[config.mk]
export PLATFORM = sky130hd
export DESIGN_NAME = spi_flash_seq
export DESIGN_NICKNAME = d
export VERILOG_FILES = /design/src/hw/flash_buf_pkg.sv /design/src/hw/flash_cmd_pkg.sv /design/src/hw/spi_flash_seq.sv
export SDC_FILE = /design/constraint.sdc
export NUM_CORES = 1
export LEC_CHECK = 0
export BUFFER_PORTS_ARGS = -buffer_cell sky130_fd_sc_hd__buf_2
export CAP_MARGIN = 20
export CORE_MARGIN = 2
export CORE_UTILIZATION = 40
export DETAILED_ROUTE_END_ITERATION = 6
export MAX_ROUTING_LAYER = met4
export SLEW_MARGIN = 20
export SYNTH_ARGS = -nofsm -noshare
export SYNTH_HDL_FRONTEND = slang
export SYNTH_SLANG_ARGS = --single-unit
[constraint.sdc]
create_clock -name clk -period 4.5 [get_ports clk]
set_input_delay 0.225 -clock clk [delete_from_list [all_inputs] [get_ports clk]]
set_output_delay 0.225 -clock clk [all_outputs]
set_load 0.02 [all_outputs]
[src/hw/flash_buf_pkg.sv]
package flash_buf_pkg;

    // ============================================================
    // WBUF / RBUF geometry
    // ============================================================
    localparam int WORD_W    = 32;                  // host word
    localparam int WADDR_W   = 7;                   // 128 words per buffer
    localparam int BADDR_W   = 12;                  // one address per bit
    localparam int BSEL_W    = BADDR_W - WADDR_W;   // bit within a word

    localparam int NUM_WORDS = 1 << WADDR_W;
    localparam int NUM_BITS  = NUM_WORDS * WORD_W;  // 4096 bits per buffer

endpackage

[src/hw/flash_cmd_pkg.sv]
package flash_cmd_pkg;

    // byte count for either direction of a flash transaction (0 to 511)
    typedef logic [8:0] nbytes_t;

    // ============================================================
    // host command word, format 0x0NNN0MMM
    // ============================================================
    typedef union packed {
        logic [31:0] raw;                // whole word as the host writes it
        struct packed {
            logic [6:0] zero_wr;         // bits 31:25 unused
            nbytes_t    wr_nbytes;       // bytes to send from WBUF
            logic [6:0] zero_rd;         // bits 15:9 unused
            nbytes_t    rd_nbytes;       // response bytes to keep in RBUF
        } fields;
    } flash_cmd_u;

    // ============================================================
    // sequencer states
    // ============================================================
    // each value is a bit index into the one-hot state vector
    localparam int NUM_STATES    = 10;

    localparam int IDLE          = 0;
    localparam int START_CMD     = 1;    // ss still high, first WBUF read
    localparam int SEND_CMD      = 2;
    localparam int FINISH_CMD    = 3;
    localparam int RECEIVE_RSP   = 4;
    localparam int START_BS_CMD  = 5;
    localparam int SEND_BS_CMD   = 6;    // 4-byte read command
    localparam int FINISH_BS_CMD = 7;
    localparam int READ_BS       = 8;    // bitstream streamed out
    localparam int BS_DONE       = 9;

endpackage
[src/hw/spi_flash_seq.sv]
`timescale 1ns/1ps

module spi_flash_seq #(
    parameter int unsigned BS_BITS = 24090592
) (
    input  logic                              clk,
    input  logic                              bit_cnt_reset,
    input  logic                              start_req,
    input  logic                              bs_req,
    input  flash_cmd_pkg::nbytes_t            wr_nbytes,
    input  flash_cmd_pkg::nbytes_t            rd_nbytes,
    output logic                              wbuf_rd_en,
    output logic                              rbuf_wr_en,
    output logic [flash_buf_pkg::BADDR_W-1:0] bit_addr,
    output logic                              spi_ss,
    output logic                              busy,
    output logic                              bs_valid,
    output logic                              end_bitstream
);

    localparam int BS_CNT_W = 25;       // holds BS_BITS up to 33.5M
    localparam logic [BS_CNT_W-1:0] BS_END = BS_CNT_W'(BS_BITS - 1);
    localparam logic [flash_buf_pkg::BADDR_W-1:0] BS_CMD_END = 31;   // 4 command bytes

    logic [flash_cmd_pkg::NUM_STATES-1:0] state;
    logic [flash_cmd_pkg::NUM_STATES-1:0] state_nxt;

    logic [flash_buf_pkg::BADDR_W-1:0] bit_cnt;
    logic [flash_buf_pkg::BADDR_W-1:0] wr_end;     // 8N-1
    logic [flash_buf_pkg::BADDR_W-1:0] rd_end;     // 8M-1
    logic [BS_CNT_W-1:0]               bs_cnt;
    logic                              cnt_clr;
    logic                              sending;

    // byte counts to last bit index, all ones when the count is zero
    assign wr_end = {wr_nbytes, 3'b000} - 1'b1;
    assign rd_end = {rd_nbytes, 3'b000} - 1'b1;

    // ============================================================
    // counters
    // ============================================================
    always_ff @(posedge clk) begin
        if (bit_cnt_reset || cnt_clr) begin
            bit_cnt <= '0;
        end else begin
            bit_cnt <= bit_cnt + 1'b1;
        end
    end

    always_ff @(posedge clk) begin
        if (bit_cnt_reset || !state[flash_cmd_pkg::READ_BS]) begin
            bs_cnt <= '0;       // only runs while streaming
        end else begin
            bs_cnt <= bs_cnt + 1'b1;
        end
    end

    // ============================================================
    // state machine
    // ============================================================
    always_ff @(posedge clk) begin
        if (bit_cnt_reset) begin
            state                      <= '0;
            state[flash_cmd_pkg::IDLE] <= 1'b1;
        end else begin
            state <= state_nxt;
        end
    end

    always_comb begin
        state_nxt = '0;
        case (1'b1)
            state[flash_cmd_pkg::IDLE]: begin
                // a command wins over a bitstream request, N = 0 is dropped
                if (start_req && (wr_nbytes != '0)) begin
                    state_nxt[flash_cmd_pkg::START_CMD] = 1'b1;
                end else if (bs_req) begin
                    state_nxt[flash_cmd_pkg::START_BS_CMD] = 1'b1;
                end else begin
                    state_nxt[flash_cmd_pkg::IDLE] = 1'b1;
                end
            end
            state[flash_cmd_pkg::START_CMD]: state_nxt[flash_cmd_pkg::SEND_CMD] = 1'b1;
            state[flash_cmd_pkg::SEND_CMD]: begin
                if (bit_cnt == wr_end) begin
                    state_nxt[flash_cmd_pkg::FINISH_CMD] = 1'b1;
                end else begin
                    state_nxt[flash_cmd_pkg::SEND_CMD] = 1'b1;
                end
            end
            state[flash_cmd_pkg::FINISH_CMD]: begin
                if (rd_nbytes == '0) begin
                    state_nxt[flash_cmd_pkg::IDLE] = 1'b1;    // nothing to read back
                end else begin
                    state_nxt[flash_cmd_pkg::RECEIVE_RSP] = 1'b1;
                end
            end
            state[flash_cmd_pkg::RECEIVE_RSP]: begin
                if (bit_cnt == rd_end) begin
                    state_nxt[flash_cmd_pkg::IDLE] = 1'b1;
                end else begin
                    state_nxt[flash_cmd_pkg::RECEIVE_RSP] = 1'b1;
                end
            end
            state[flash_cmd_pkg::START_BS_CMD]: state_nxt[flash_cmd_pkg::SEND_BS_CMD] = 1'b1;
            state[flash_cmd_pkg::SEND_BS_CMD]: begin
                if (bit_cnt == BS_CMD_END) begin
                    state_nxt[flash_cmd_pkg::FINISH_BS_CMD] = 1'b1;
                end else begin
                    state_nxt[flash_cmd_pkg::SEND_BS_CMD] = 1'b1;
                end
            end
            state[flash_cmd_pkg::FINISH_BS_CMD]: state_nxt[flash_cmd_pkg::READ_BS] = 1'b1;
            state[flash_cmd_pkg::READ_BS]: begin
                if (bs_cnt == BS_END) begin
                    state_nxt[flash_cmd_pkg::BS_DONE] = 1'b1;
                end else begin
                    state_nxt[flash_cmd_pkg::READ_BS] = 1'b1;
                end
            end
            state[flash_cmd_pkg::BS_DONE]: state_nxt[flash_cmd_pkg::IDLE] = 1'b1;
            default: state_nxt[flash_cmd_pkg::IDLE] = 1'b1;   // recover from a bad vector
        endcase
    end

    // ============================================================
    // outputs decoded from the state
    // ============================================================
    assign sending = state[flash_cmd_pkg::SEND_CMD] || state[flash_cmd_pkg::SEND_BS_CMD];

    // counter only runs while bits move in or out
    assign cnt_clr = !(sending || state[flash_cmd_pkg::RECEIVE_RSP]);

    assign wbuf_rd_en = sending || state[flash_cmd_pkg::START_CMD]
                                || state[flash_cmd_pkg::START_BS_CMD];
    assign rbuf_wr_en = state[flash_cmd_pkg::RECEIVE_RSP];

    // WBUF read is registered, so while sending fetch one bit ahead
    assign bit_addr = sending ? bit_cnt + 1'b1 : bit_cnt;

    assign spi_ss = state[flash_cmd_pkg::IDLE]         || state[flash_cmd_pkg::START_CMD]
                 || state[flash_cmd_pkg::START_BS_CMD] || state[flash_cmd_pkg::BS_DONE];

    assign busy          = !state[flash_cmd_pkg::IDLE];
    assign bs_valid      = state[flash_cmd_pkg::READ_BS];
    assign end_bitstream = state[flash_cmd_pkg::BS_DONE];     // single cycle

    // ============================================================
    // checks
    // ============================================================
    a_onehot: assert property (@(posedge clk) disable iff (bit_cnt_reset)
        $onehot(state));

    // deselected in IDLE and still for the START cycle that follows
    a_ss_idle: assert property (@(posedge clk) disable iff (bit_cnt_reset)
        state[flash_cmd_pkg::IDLE] |-> spi_ss ##1 spi_ss);

    a_cnt_bound: assert property (@(posedge clk) disable iff (bit_cnt_reset)
        (state[flash_cmd_pkg::SEND_CMD]    |-> bit_cnt <= wr_end) and
        (state[flash_cmd_pkg::RECEIVE_RSP] |-> bit_cnt <= rd_end) and
        (state[flash_cmd_pkg::SEND_BS_CMD] |-> bit_cnt <= BS_CMD_END));

endmodule

# --- Yosys cells after proc, flatten, opt, wreduce, memory -nomap -nowiden ---
# Cells that the tools add are included.
word_totals:
  regBits: 47
  latchBits: 0
  mem_bits_rw: 0
  rom_bits: 0
  input_bits: 22
  output_inout_bits: 18
  elab_cells: 80
  memories: 0
classes:
  addsub: 4
  mul: 0
  n_div: 0
  magnitude_cmp: 0
  n_eq_ne: 4
  shift: 0
  muxes: 32
  bitwise_logic: 4
  reduce_logical: 24
op_table:
  columns: ["cell", "count"]
  rows:
  - ["two-way mux 1 bit", 31]
  - ["adder 25 x 1 -> 25 bit, second input constant", 1]
  - ["== test 25 bit, second input constant", 1]
  - ["== test 12 bit", 2]
  - ["subtractor 12 x 1 -> 12 bit, second input constant", 2]
  - ["OR reduction 8 bit", 2]
  - ["adder 12 x 1 -> 12 bit, second input constant", 1]
  - ["== test 12 x 5 -> 1 bit, second input constant", 1]
  - ["two-way mux 12 bit", 1]
  - ["OR reduction 10 bit", 1]
  - ["logical NOT 9 bit", 1]
  - ["logical OR 1 bit", 9]
  - ["nonzero test 9 bit", 1]
  - ["OR reduction 4 bit", 2]
  - ["OR reduction 6 bit", 1]
  - ["NOT 1 bit", 4]
  - ["OR reduction 2 bit", 2]
  - ["logical NOT 1 bit", 3]
  - ["OR reduction 3 bit", 1]
  - ["logical AND 1 bit", 1]

# --- Depth between registers and ports, before layout ---
# Gate-level depths: netlist (run 1).
depth:
  ltp_word: 9
  mapped_depth: 7
  mapped_depth_nobuf: 7

# --- Worst setup path after synthesis (run 1) ---
# Ideal clock, no wire load.
synth_timing:
  path_type: "input to register"
  start: "input port wr_nbytes[1]"
  end: "register state[3] in the netlist's numbering"
  setup_time_ns: 0.060
  arrival_ns: 1.834
  t_required_ns: 4.440
  setup_slack_ns: 2.607
  cell_stages: 5
  n_path_buf: 0
  path_cell_list: "or4_4 -> o21a_1 -> or4b_4 -> a311oi_2 -> and3_1"
synth_via:
  elab_chain_cells: 3
synth_rtl:
  columns: ["element", "line_no", "text"]
  rows:
  - ["from (decl)", "spi_flash_seq.sv:10", "input flash_cmd_pkg::nbytes_t wr_nbytes,"]
  - ["subtractor 12 x 1 -> 12 bit", "spi_flash_seq.sv:36", "assign wr_end = {wr_nbytes, 3'b000} - 1'b1;"]
  - ["== test 12 bit", "spi_flash_seq.sv:85", "if (bit_cnt == wr_end) begin"]
  - ["two-way mux 1 bit", "spi_flash_seq.sv:85", null]
  - ["to (signal assigned)", "spi_flash_seq.sv:66", "state <= state_nxt;"]
  - ["to (decl)", "spi_flash_seq.sv:25", "logic [flash_cmd_pkg::NUM_STATES-1:0] state;"]
# No other way between the ends.
# A chain may end at the register's enable or synchronous reset.

# --- Worst setup path in the final report (run 1) ---
layout_timing:
  start: "register bit_cnt[3] in the netlist's numbering"
  end: "output port bit_addr[11] in the netlist's numbering"
layout_via:
  elab_chain_cells: 2
layout_rtl:
  columns: ["element", "line_no", "text"]
  rows:
  - ["from (decl)", "spi_flash_seq.sv:28", "logic [flash_buf_pkg::BADDR_W-1:0] bit_cnt;"]
  - ["from (signal assigned)", "spi_flash_seq.sv:46", "bit_cnt <= bit_cnt + 1'b1;"]
  - ["adder 12 x 1 -> 12 bit", "spi_flash_seq.sv:139", "assign bit_addr = sending ? bit_cnt + 1'b1 : bit_cnt;"]
  - ["two-way mux 12 bit", "spi_flash_seq.sv:139", null]
  - ["to (decl)", "spi_flash_seq.sv:14", "output logic [flash_buf_pkg::BADDR_W-1:0] bit_addr,"]
# No other way between the ends.

==> run metrics, run 1 <==
H-tree levels=2; Core Rows=30; RSZ-0062 raised after global routing=false; clk root buf=clkbuf_8; sequential cell area=around 940 um^2; Layout Nets=400; crit path max fanout=8; DP HPWL=4470 um; vias in the first global route=between 2000 and 2500; initial antenna violation count=0; DRT Pass-1 Iters=4; Max-Cap Viols=0; sequential share of power=51.4%; Initial Util=40.8%; #FFs+latches synth=between 40 and 50; Synth cell types=39; number of DRC markers in iteration 0=120; clock sinks=47; part of the power in combinational logic=about 8.5%; internal power consumption=631 uW; Final Skew=0.00678 ns; switching part of the total=a little under a quarter; pre-CTS setup slack=2.44 ns; Final period util=around 50%; hold buffer count at CTS=0; Worst EP required=4.28 ns; Die Span Y=86.8 um; Vias=~2300; Clock Path Buffers=2; post-CTS setup buffers=0; Die Wd=86.8 um; fmax=around 0.44 GHz; syn_nets=between 300 and 400; Synth Instances=345; CP Cell Sequence=nand2_1, nor2_1, nand3_1, nor3_1, xor2_1, buf_2; port bufs=39; Final Power=820 uW; pin count of the biggest net entering global routing=27; drt total wl=6030 um; Hold WC Path Type=input pin to register; ant diodes=0; layout cells sized above 1=14.4%; number of synthesized flops with an enable pin=0; Slew @ Worst Pin=1.01 ns; clock-pin slew on the worst setup and hold paths=about 0.090 ns; crit-path max cell delay=0.57 ns; Worst EP arrival=2.04 ns; Area Overhead vs Synth=12.7%; global route total overflow=0; CTS tree=done; relative max-transition margin=between 30 and 40%; crit path time final=approximately 2.3 ns; Routability Congestion=0.792; Tot GR Track Use=16.8%; most frequent cells in the layout=nor2_1, dfxtp_1, buf_2; sequential-to-total area share from yosys stat=34.3%; post-cts sizing count=0; Synth async-reset ratio=0%; final hold viol count=0; nature of the critical path endpoint=output pin; final setup vio count=0; critical path class=register to output pin; min setup slack post-route=2.24 ns; placed cell areas=approximately 3000 um^2; status=finished, final reports clean; leakage=1.12 nW; Sw Pwr=189 uW; first-pass GRT wire length=9990 um; Syn. warnings=0; Num CTS Buffers=5; core area=about 6700 um^2; Clock power frac=40.1%; WL/cell=13.3 um; die area=7530 um^2; Final ANT Viol Nets=0; multi-input logic area=1680 um^2; DR vias/cell=just over 5; Worst VDD drop=0.144 mV; Total Neg Setup Slack=0 ns; post-synthesis cell area=2740 um^2; Final Max Tran Viols=0; clock latency on the worst-skew pair=0.30 ns; CP Launch Type=register; commonest non-fill, non-tap cell in the layout=nor2_1; Cell Pwr Density=265 nW/um^2; Avg Inst Size Synth=7.95 um^2; number of I/O pins=40; CP max-delay cell=dfxtp_1; # DRC=0; ys flop type=dfxtp_1; cell area after layout=3090 um^2; Fill cells=667
==> registers in the layout, indices dropped and copies added, names as in the netlist <==
name	cells
bs_cnt	25
bit_cnt	12
state	10
==> metrics by stage <==
stage          util (%)  cells  hold slack, ns
2_1_floorplan         -    345           0.302
3_3_place_gp       44.2    446           0.445
3_5_place_dp       44.2    446           0.461
4_1_cts            46.0    454           0.176
5_1_grt            46.0    454           0.206
6_report           46.0    454           0.182
==> metal layers <==
layer	share of wire [%]	GRT usage, %	vias to the layer above
met5	0	-	-
met4	0.46	2.98	0
met3	3.2	3.14	5
met2	46	26.4	34
met1	51	22.8	1068
li1	-	-	1230
==> final cells by class <==
type	instances	share of cell area [%]
multi-input cells	265	54.3
flip-flops and latches	47	30.4
repair buffers	39	6.32
well taps	80	3.24
clock buffers	6	2.67
inverters	15	1.82
clock inverters	2	1.26
==> cells in the mapped netlist, drive strengths merged (5+ instances only) <==
master	count	area, um^2
o21ai	8	40.0
a21oi	7	35.0
inv	15	56.3
xor2	26	228
and3	6	37.5
xnor2	37	324
clkbuf	18	67.6
dfxtp	47	941
nand2	20	75.1
nand3	13	65.1
nor2	56	210
nand4	7	43.8
ha	5	62.6
nor3	24	120
nor4b	7	61.3
nor4	8	50.1
or3	5	31.3
==> critical path, delay by kind of cell, from the launching register on <==
kind                      cells  cell delay, ns
and+or+nand+nor               4            0.82
xor gates and xnor gates      1            0.16
DFF                           1            0.57
buffers and inverters         1            0.18
==> worst paths after layout <==
kind	from	to	slack, ns	depth (start not counted)
setup / recovery	bit_cnt[3]	bit_addr[11]	2.24	6
hold / removal	bs_req	state[5]	0.18	3
setup reg to reg	bit_cnt[0]	state[4]	2.58	6
hold reg to reg	bit_cnt[0]	bit_cnt[0]	0.48	1
==> power by group through the flow <==
stage | sequential (mW) | clock (mW) | combinational [mW]
2_1_floorplan | 0.430 | 0 | 0.0435
3_3_place_gp | 0.431 | 0 | 0.0690
3_5_place_dp | 0.431 | 0 | 0.0693
4_1_cts | 0.421 | 0.338 | 0.0697
5_1_grt | 0.422 | 0.355 | 0.0766
6_report | 0.421 | 0.329 | 0.0695
==> kinds of logic after synthesis <==
| family | after synthesis | synth area share, % |
|---|---|---|
| and+or+nand+nor | 170 | 32.2 |
| xor gates and xnor gates | 63 | 20.1 |
| DFF | 47 | 34.3 |
| buffers and inverters | 33 | 4.52 |
| AOI/OAI and AO/OA | 27 | 6.53 |
| adders and majority gates | 5 | 2.28 |
Power figures use the tool's default switching activity.
==> run 2: changes to the inputs <==
==> constraint.sdc (replaced) <==
create_clock -name clk -period 2.3 [get_ports clk]
set_input_delay 0.115 -clock clk [delete_from_list [all_inputs] [get_ports clk]]
set_output_delay 0.115 -clock clk [all_outputs]
set_load 0.02 [all_outputs]
==> run 2 against run 1 <==
Combinational power rose by 97%. First-iteration DRC count fell by 28%. Final cell count rose by 0.22%. Sequential share of layout area rose by 0.12 points. Sequential power rose by 96%. Clock skew rose by 0.0046 ns. Largest cell class unchanged. Largest power group unchanged.
==> run metrics, run 2 (synthesis results as in run 1) <==
status=finished, final reports clean; Worst EP arrival=about 2 ns; post-cts sizing count=0; crit path max fanout=5; Final ANT Viol Nets=0; post-CTS setup buffers=0; WL/cell=13.2 um; critical path class=register to output pin; leakage=between 1 and 1.5 nW; nature of the critical path endpoint=output pin; Max-Cap Viols=0; Routability Congestion=0.807; cell family with the largest share of critical-path delay=simple AND/OR/NAND/NOR gates; DP HPWL=4450 um; final hold viol count=0; max FFs per register=25; hold buffer count at CTS=0; Die Wd=86.8 um; Fill cells=670; Area Overhead vs Synth=12.3%; Die Span Y=~87 um; Core Rows=30; Total Neg Setup Slack=0 ns; most frequent cells in the layout=nor2_1, dfxtp_1, buf_2; vias in the first global route=2137; Final Max Tran Viols=0; Hold WC Path Type=input pin to register; fmax=~0.48 GHz; CP Cell Sequence=ha_1, and2_1, nand4_1, nor3_1, xor2_1, buf_2; Worst VDD drop=0.239 mV; Slew @ Worst Pin=0.954 ns; core area=between 6000 and 7000 um^2; Worst EP required=2.18 ns; relative max-transition margin=36.4%; crit-path max cell delay=0.39 ns; critical path depth in cells=6; initial antenna violation count=0; H-tree levels=2; Largest regs=bs_cnt (25), bit_cnt (12), state (10); first-pass GRT wire length=9890 um; global route total overflow=0; ant diodes=0; Num CTS Buffers=5; Cell Pwr Density=483 nW/um^2; layout cells sized above 1=14.9%; CP max-delay cell=dfxtp_1; Largest Register=bs_cnt; CP bufs+invs=1; clock-pin slew on the worst setup and hold paths=0.09 ns; sequential cell area=941 um^2; CP Launch Type=register; RSZ-0062 raised after global routing=false; hold path cells=3; Initial Util=between 40% and 50%; clock sinks=47; Worst Hold Slack=0.0933 ns; DR vias/cell=5.26; port bufs=39; Clock Path Buffers=2; Tot GR Track Use=16.8%; pin count of the biggest net entering global routing=27; CTS tree=done; clock latency on the worst-skew pair=0.30 ns; die area=approximately 7500 um^2; multi-input logic area=1680 um^2; DRT Pass-1 Iters=4; Final period util=91.2%; Vias=2393; drt total wl=6020 um; R2R depth=6; crit path time final=2.10 ns; final setup vio count=0; commonest non-fill, non-tap cell in the layout=nor2_1; Final Skew=about 0.011 ns; # DRC=0; clk root buf=clkbuf_8; number of I/O pins=40; number of DRC markers in iteration 0=86; Layout Nets=402
## run 2: cell count changes in the layout (fill, tap and decap cells not counted)
cell       before  now
buf_4           0    2
bufinv_16       1    0
nor2_1         56   55
nor2_2          0    1
## run 2: cell type report
type                            count  share of cell area [%]
Clock buffer                        6                    2.68
Multi-Input combinational cell    265                    54.6
Clock inverter                      1                   0.285
Timing Repair Buffer               41                    6.83
Inverter                           15                    1.83
Tap cell                           80                    3.25
Sequential cell                    47                    30.6
## run 2: tightest hold or removal path, stage by stage
cell     delay (ns)
buf_2          0.10
inv_1          0.07
nor4b_1        0.06
## run 2: report_power, final
part / switching, mW / internal (mW)
Combinational: 0.0774 / 0.0598
Clock: 0.282 / 0.242
Sequential: 0.00623 / 0.818
Total: 0.366 / 1.12
## run 2: path summary, 6_finish.rpt
kind                   start      endpoint  slack (ns)
setup / recovery  bit_cnt[0]  bit_addr[10]        0.20
hold / removal        bs_req      state[5]        0.09
hold reg to reg    bs_cnt[0]     bs_cnt[0]        0.47
setup reg to reg  bit_cnt[0]      state[4]        0.39
## run 2: metal layers
metal / up-vias / global-route usage [%] / share of wire (%)
met5: - / - / 0
li1: 1237 / - / -
met3: 7 / 2.86 / 4.0
met2: 53 / 26.1 / 46
met1: 1096 / 22.6 / 49
met4: 0 / 4.40 / 1.1
## run 2: per-stage QoR
stage          setup slack [ns]  total power, mW  instance area, um^2  instances  utilization [%]
6_report                  0.202             1.49                 3080        455             45.8
4_1_cts                   0.154             1.50                 3080        455             45.8
3_5_place_dp              0.351            0.980                 2980        448             44.4
2_1_floorplan             0.517            0.926                 2740        345                -
3_3_place_gp              0.366            0.980                 2980        448             44.4
5_1_grt                 0.00903             1.56                 3080        455             45.8
